### src/hdl/wbxb_pkg.sv
package wbxb_pkg;

	// ##########################################################################
	// bus geometry
	// ##########################################################################

	localparam int MST_NB = 4; // master ports.
	localparam int SLV_NB = 2; // internal ram slaves.

	localparam int ADDR_W = 32;
	localparam int DATA_W = 32;
	localparam int SEL_W  = DATA_W / 8; // one select bit per byte lane.

	typedef logic [ADDR_W-1:0] wb_addr_t;
	typedef logic [DATA_W-1:0] wb_data_t;
	typedef logic [SEL_W-1:0]  wb_sel_t;

	typedef logic [$clog2(SLV_NB)-1:0] slv_idx_t;
	typedef logic [MST_NB-1:0]         mst_vec_t;

	// static arbitration level, 3 is the highest.
	typedef logic [1:0] prio_t;

	// ##########################################################################
	// address map
	// ##########################################################################

	// Each window is aligned to its span, so the low address bits
	// index the slave directly.
	localparam wb_addr_t SLV_BASE [SLV_NB] = '{
		32'h0000_0000, // slave 0.
		32'h0000_1000  // slave 1.
	};

	localparam wb_addr_t SLV_SPAN = 32'h0000_1000; // 1024 words.

endpackage
### src/hdl/wbxb_addr_decode.sv
`timescale 1ns/1ps

module wbxb_addr_decode import wbxb_pkg::*; (
	input  wb_addr_t adr [MST_NB],
	output slv_idx_t slv [MST_NB],
	output mst_vec_t unmapped
);

	function automatic logic in_window(wb_addr_t a, int s);
		logic above;
		logic below;
		above = (a >= SLV_BASE[s]);
		below = ((a - SLV_BASE[s]) < SLV_SPAN);
		return above && below;
	endfunction

	// ##########################################################################
	// per master lookup
	// ##########################################################################

	always_comb begin
		for (int m = 0; m < MST_NB; m++) begin
			slv[m]      = '0;
			unmapped[m] = 1'b1; // cleared by the first window hit.
			for (int s = 0; s < SLV_NB; s++) begin
				if (in_window(adr[m], s)) begin
					slv[m]      = slv_idx_t'(s);
					unmapped[m] = 1'b0;
				end
			end
		end
	end

endmodule

### config.mk
export PLATFORM = sky130hd
export DESIGN_NAME = wbxb_addr_decode
export DESIGN_NICKNAME = d
export VERILOG_FILES = /design/src/hdl/wbxb_pkg.sv /design/src/hdl/wbxb_addr_decode.sv
export SDC_FILE = /design/constraint.sdc
export NUM_CORES = 1
export LEC_CHECK = 0
export BUFFER_PORTS_ARGS = -buffer_cell sky130_fd_sc_hd__buf_2
export CAP_MARGIN = 10
export CORE_AREA = 2 2 53 55
export DETAILED_ROUTE_END_ITERATION = 8
export DIE_AREA = 0 0 55 57
export PLACE_DENSITY = 0.69
export REMOVE_ABC_BUFFERS = 1
export SLEW_MARGIN = 40
export SYNTH_ARGS = -nofsm -noshare
export SYNTH_HDL_FRONTEND = slang
export SYNTH_SLANG_ARGS = --single-unit
export TNS_END_PERCENT = 50
### constraint.sdc
create_clock -name vclk -period 1.3
set_input_delay 0.26 -clock vclk [all_inputs]
set_output_delay 0.26 -clock vclk [all_outputs]
set_load 0.1 [all_outputs]
==> metrics.txt, run 1 <==
run status=finished, violations left; violations in the final reports=negative setup slack; share of final-layout standard cells stronger than drive strength 1=89.2%; RSZ-0062 raised after global routing=true; Die Span Y=57 um; warnings from Yosys=0; standard cell area after detailed placement=807 um2; Worst Path Required=1.04 ns; Power Dens Cells=197 nW/um2; routability congestion estimate=0.721; Setup violations, final=8; initial antenna violation count=0; Die ar.=3140 um2; number of flip-flops and latches=0; final layout net count=260; average wire length per cell after detail routing=12.5 um; worst setup path category=input port to output port; wire length of the first global-routing pass=2240 um; vias per std cell=4.48; iteration count of the initial detailed-routing pass=2; Final Routed Wirelength=2010 um; buffer count from post-CTS setup fixing=0; diodes inserted=0; Leakage Power=0.500 nW; filler-free cell count of the finished design=161; number of vias after detailed routing=722; area delta synth->final=396%; Chip Width=55 um; capturing element type of the critical path=output port; final instance area=1140 um2; input/output buffers=88; multi-input logic area=432 um2; Max rail drop VDD=117 uV; number of maximum-capacitance constraint violations=0; slew of the pin with the lowest slew margin=0.312 ns; critical path's slowest cell=sky130_fd_sc_hd__or4_4; core area=2620 um2; final worst path period need=1.71 ns; area taken by flip-flops and latches=0 um2; number of DRC violations after detailed-routing iteration 0=2; Post-CTS Hold Buffers=0; fin. max-slew vios=0; number of library cell types mapped by synthesis=13; startpoint class of the critical path=input port; global-route congestion overflow total=0; count of placed standard cells including taps=161; data arrival time at the worst-slack endpoint=1.45 ns; Top Ports=136; final total power=0.225 mW; number of placement rows=19; Seq/Total Area, Yosys=0%; most frequent standard cell in the layout excluding fill and tap cells=sky130_fd_sc_hd__buf_2; ranking of synthesized cells by area=sky130_fd_sc_hd__nor4_1, sky130_fd_sc_hd__nor3_1, sky130_fd_sc_hd__nand2b_1; number of cells produced by synthesis=37; cell area after synthesis=230 um2; cells along the critical path=buf_2 > nor4_4 > nand4_1 > or4_4 > buf_12; post-layout util=43.6%; drt drc=0; fraction of the cycle the final worst path needs=132%; highest attainable clock frequency=585 MHz; number of clock buffer instances in the layout=0; relative max-transition margin=79.1%; number of routed nets with antenna violations=0; Yosys top cell by area=sky130_fd_sc_hd__nor4_1; fin worst setup slack=-0.410 ns; count of final hold-check violations=0; Max stage delay on crit path=0.47 ns; largest net degree at the start of global routing=3; # fillers=271; Post-Syn Area per Cell=6.22 um2; top library cells by usage in the layout, fill and taps aside=sky130_fd_sc_hd__buf_2, sky130_fd_sc_hd__buf_6, sky130_fd_sc_hd__nor4_4, sky130_fd_sc_hd__nor4_2, sky130_fd_sc_hd__buf_12; portion of synthesized cell area occupied by the leading cell type=43.5%; placement-stage worst setup slack=-0.473 ns; global-route total usage across every layer=9.15%; type of the tightest min-delay check=input port to output port; largest fanout of any net on the critical path=2; starting density of the core=8.80%; vias in the first global route=648
## synth_stat cells (all sizes together)
library cell	instances
nor4	17
nor3	4
nand2	3
nand2b	2
nand3	2
nand4	2
nor2	2
nand4b	1
nand4bb	1
or2	1
or4	1
or4b	1
## cell families after synthesis
| logic type | Yosys count | share of synthesized area, % |
|---|---|---|
| and+or+nand+nor | 37 | 100 |
## stage by stage
| stage | setup TNS (ns) | hold WS (ns) |
|---|---|---|
| floorplan | -8.24 | 0.867 |
| global placement | -2.36 | 0.927 |
| detailed placement | -2.40 | 0.930 |
| CTS | -1.78 | 0.931 |
| global route | -2.50 | 0.922 |
| finish | -1.96 | 0.907 |
## report_power, final
| group | total [mW] | switching [mW] | internal, mW |
|---|---|---|---|
| clock network | 0 | 0 | 0 |
| logic | 0.225 | 0.0889 | 0.136 |
| registers | 0 | 0 | 0 |
## worst max-delay path, delay by kind of cell
family                 cells  cell delay [ns]
buffers and inverters      2             0.29
and+or+nand+nor            3             0.90
## repair_timing
action / in CTS / in global routing
setup endpoints to repair: 8 / 8
endpoints found under the hold margin: 0 / 0
gates resized for setup: 30 / 27
pin swaps: 4 / 14
## layout make-up
type                       instances  area share (%)
multi-input combinational         37            37.8
tap                               31            3.40
timing repair buffer              93            58.8
## layer usage
layer	global-route usage [%]	share of wire [%]	vias up
li1	-	-	350
met1	8.01	27	323
met2	21.6	64	49
met3	0	9.7	0
met4	0	0	0
met5	0	0	-
## final timing paths
check	start	end	slack [ns]	cells past startpoint
min	adr[113]	unmapped[0]	0.91	3
max	adr[125]	unmapped[0]	-0.41	5
No activity file was read; power rests on OpenSTA's default activity.
==> run 2: changes to the inputs <==
--- a/config.mk
+++ b/config.mk
@@ -5,8 +5,7 @@
 export SDC_FILE = /design/constraint.sdc
 export NUM_CORES = 1
 export LEC_CHECK = 0
-export BUFFER_PORTS_ARGS = -buffer_cell sky130_fd_sc_hd__buf_2
-export CAP_MARGIN = 10
+export BUFFER_PORTS_ARGS = -buffer_cell sky130_fd_sc_hd__buf_4
 export CORE_AREA = 2 2 53 55
 export DETAILED_ROUTE_END_ITERATION = 8
 export DIE_AREA = 0 0 55 57
==> run 2 against run 1 <==
  * Global-route usage rose by 1.7 points
  * Design area increased by 7.3%
  * Sequential cell count stayed put
  * Via count down 1.2%
  * The run still ends with negative setup slack left
  * Critical path type unchanged
  * First-iteration DRC count grew to 2.5 times the previous value
  * Maximum frequency up 1.2%
  * Largest power group unchanged
  * Highest routed layer is now met4
  * Non-clock buffer count is 5 lower
  * Power increased by 24%
  * Worst setup slack better by 0.020 ns
  * Critical path depth did not move
  * Combinational power is 24% higher
  * Count of clock-buffer cells in the layout is the same
==> metrics.txt, run 2 (synthesis gave the netlist of run 1 again) <==
run status=finished, violations left; violations in the final reports=negative setup slack; largest fanout of any net on the critical path=2 (unchanged); final instance area=1220 um2 (+7.3%); fin. max-slew vios=0 (unchanged); fraction of the cycle the final worst path needs=130% (-1.5 points); cell class contributing the biggest share of worst-path delay=simple AND/OR/NAND/NOR gates; HPWL after detailed placement=1550 um; type of the tightest min-delay check=input port to output port; diodes inserted=0 (unchanged); number of DRC violations after detailed-routing iteration 0=5 (+3); Leakage Power=0.515 nW (+2.9%); Setup violations, final=8 (unchanged); Top Ports=136 (unchanged); iteration count of the initial detailed-routing pass=3 (+1); fin worst setup slack=-0.391 ns (+0.0197 ns); number of maximum-capacitance constraint violations=0 (unchanged); top library cells by usage in the layout, fill and taps aside=sky130_fd_sc_hd__buf_4, sky130_fd_sc_hd__buf_6, sky130_fd_sc_hd__nor4_4, sky130_fd_sc_hd__nor4_2; number of routed nets with antenna violations=0 (unchanged); area taken by flip-flops and latches=0 um2 (unchanged); Max rail drop VDD=155 uV (+33%); critical path's slowest cell=sky130_fd_sc_hd__or4_4; initial antenna violation count=0 (unchanged); capturing element type of the critical path=output port; standard cell area after detailed placement=930 um2 (+15%); slew of the pin with the lowest slew margin=0.249 ns (-0.0622 ns); average wire length per cell after detail routing=13.7 um (+10%); final layout net count=255 (-1.9%); Die Span Y=57 um (unchanged); number of clock buffer instances in the layout=0 (unchanged); RSZ-0062 raised after global routing=true; buffer count from post-CTS setup fixing=0 (unchanged); relative max-transition margin=83.2% (+4.2 points); worst setup path category=input port to output port; Max stage delay on crit path=0.46 ns (about the same); Worst Path Required=1.04 ns (about the same); number of flip-flops and latches=0 (unchanged); count of final hold-check violations=0 (unchanged); routability congestion estimate=0.615 (-15%); share of final-layout standard cells stronger than drive strength 1=85.6% (-3.6 points); worst path bufs/invs=2 (unchanged); highest attainable clock frequency=591 MHz (+1.2%); drt drc=0 (unchanged); area delta synth->final=432%; largest net degree at the start of global routing=3 (unchanged); data arrival time at the worst-slack endpoint=1.43 ns (-0.02 ns); Final Routed Wirelength=2140 um (+6.8%); most frequent standard cell in the layout excluding fill and tap cells=sky130_fd_sc_hd__buf_4; input/output buffers=88 (unchanged); startpoint class of the critical path=input port; starting density of the core=8.80% (unchanged); core area=2620 um2 (unchanged); vias per std cell=4.57 (+1.9%); global-route total usage across every layer=10.9% (+1.7 points); number of vias after detailed routing=713 (-1.2%); vias in the first global route=700 (+8.0%); wire length of the first global-routing pass=2630 um (+18%); cells along the critical path=buf_6 > nor4_4 > nand4_1 > or4_4 > buf_12; number of placement rows=19 (unchanged); global-route congestion overflow total=0 (unchanged); Chip Width=55 um (unchanged); Power Dens Cells=227 nW/um2 (+15%); Die ar.=3140 um2 (unchanged); final worst path period need=1.69 ns (-0.0197 ns); final total power=0.278 mW (+24%)
-- run 2: report_power, final --
part           switching (mW)  leakage [nW]  total [mW]  internal [mW]
combinational          0.0876         0.515       0.278          0.191
clock                       0             0           0              0
sequential                  0             0           0              0
-- run 2: layer usage --
layer / track usage, % / part of all wire [%] / wire length (um)
met5: 0 / 0 / 0
met4: 0 / 0.84 / 18
met3: 1.31 / 12 / 251
met2: 26.0 / 64 / 1380
met1: 8.33 / 23 / 493
-- run 2: final timing paths --
| kind | startpoint | endpoint | slack, ns | cells after the start |
|---|---|---|---|---|
| worst max-delay path | adr[126] | unmapped[0] | -0.39 | 5 |
| worst min-delay path | adr[114] | slv[3] | 0.82 | 3 |
-- run 2: stage by stage --
| stage | util [%] | std cells | hold slack [ns] | setup WS [ns] | setup TNS [ns] |
|---|---|---|---|---|---|
| 6_report | 46.8 | 156 | 0.824 | -0.391 | -1.73 |
| 5_1_grt | 46.8 | 156 | 0.830 | -0.455 | -2.26 |
| 4_1_cts | 41.9 | 156 | 0.826 | -0.408 | -1.98 |
| 3_5_place_dp | 35.6 | 156 | 0.867 | -0.454 | -2.39 |
| 3_3_place_gp | 35.6 | 156 | 0.862 | -0.407 | -2.11 |
| 2_1_floorplan | - | 37 | 0.867 | -2.48 | -8.24 |
-- run 2: worst min-delay path, cell delays in order --
cell and delay, ns:
sky130_fd_sc_hd__buf_4 0.09, sky130_fd_sc_hd__nor4_2 0.04, sky130_fd_sc_hd__buf_6 0.17
-- run 2: what timing repair did --
item,CTS,global route
hold buffers,0,0
resized for setup,33,24
pin swaps,7,10
endpoints found under the setup margin,8,8
gates cloned,0,0
-- run 2: final cells by class --
class	instances	area [um2]
Fill cell	252	1390
Timing Repair Buffer	88	774
Multi-Input combinational cell	37	412
Tap cell	31	38.8
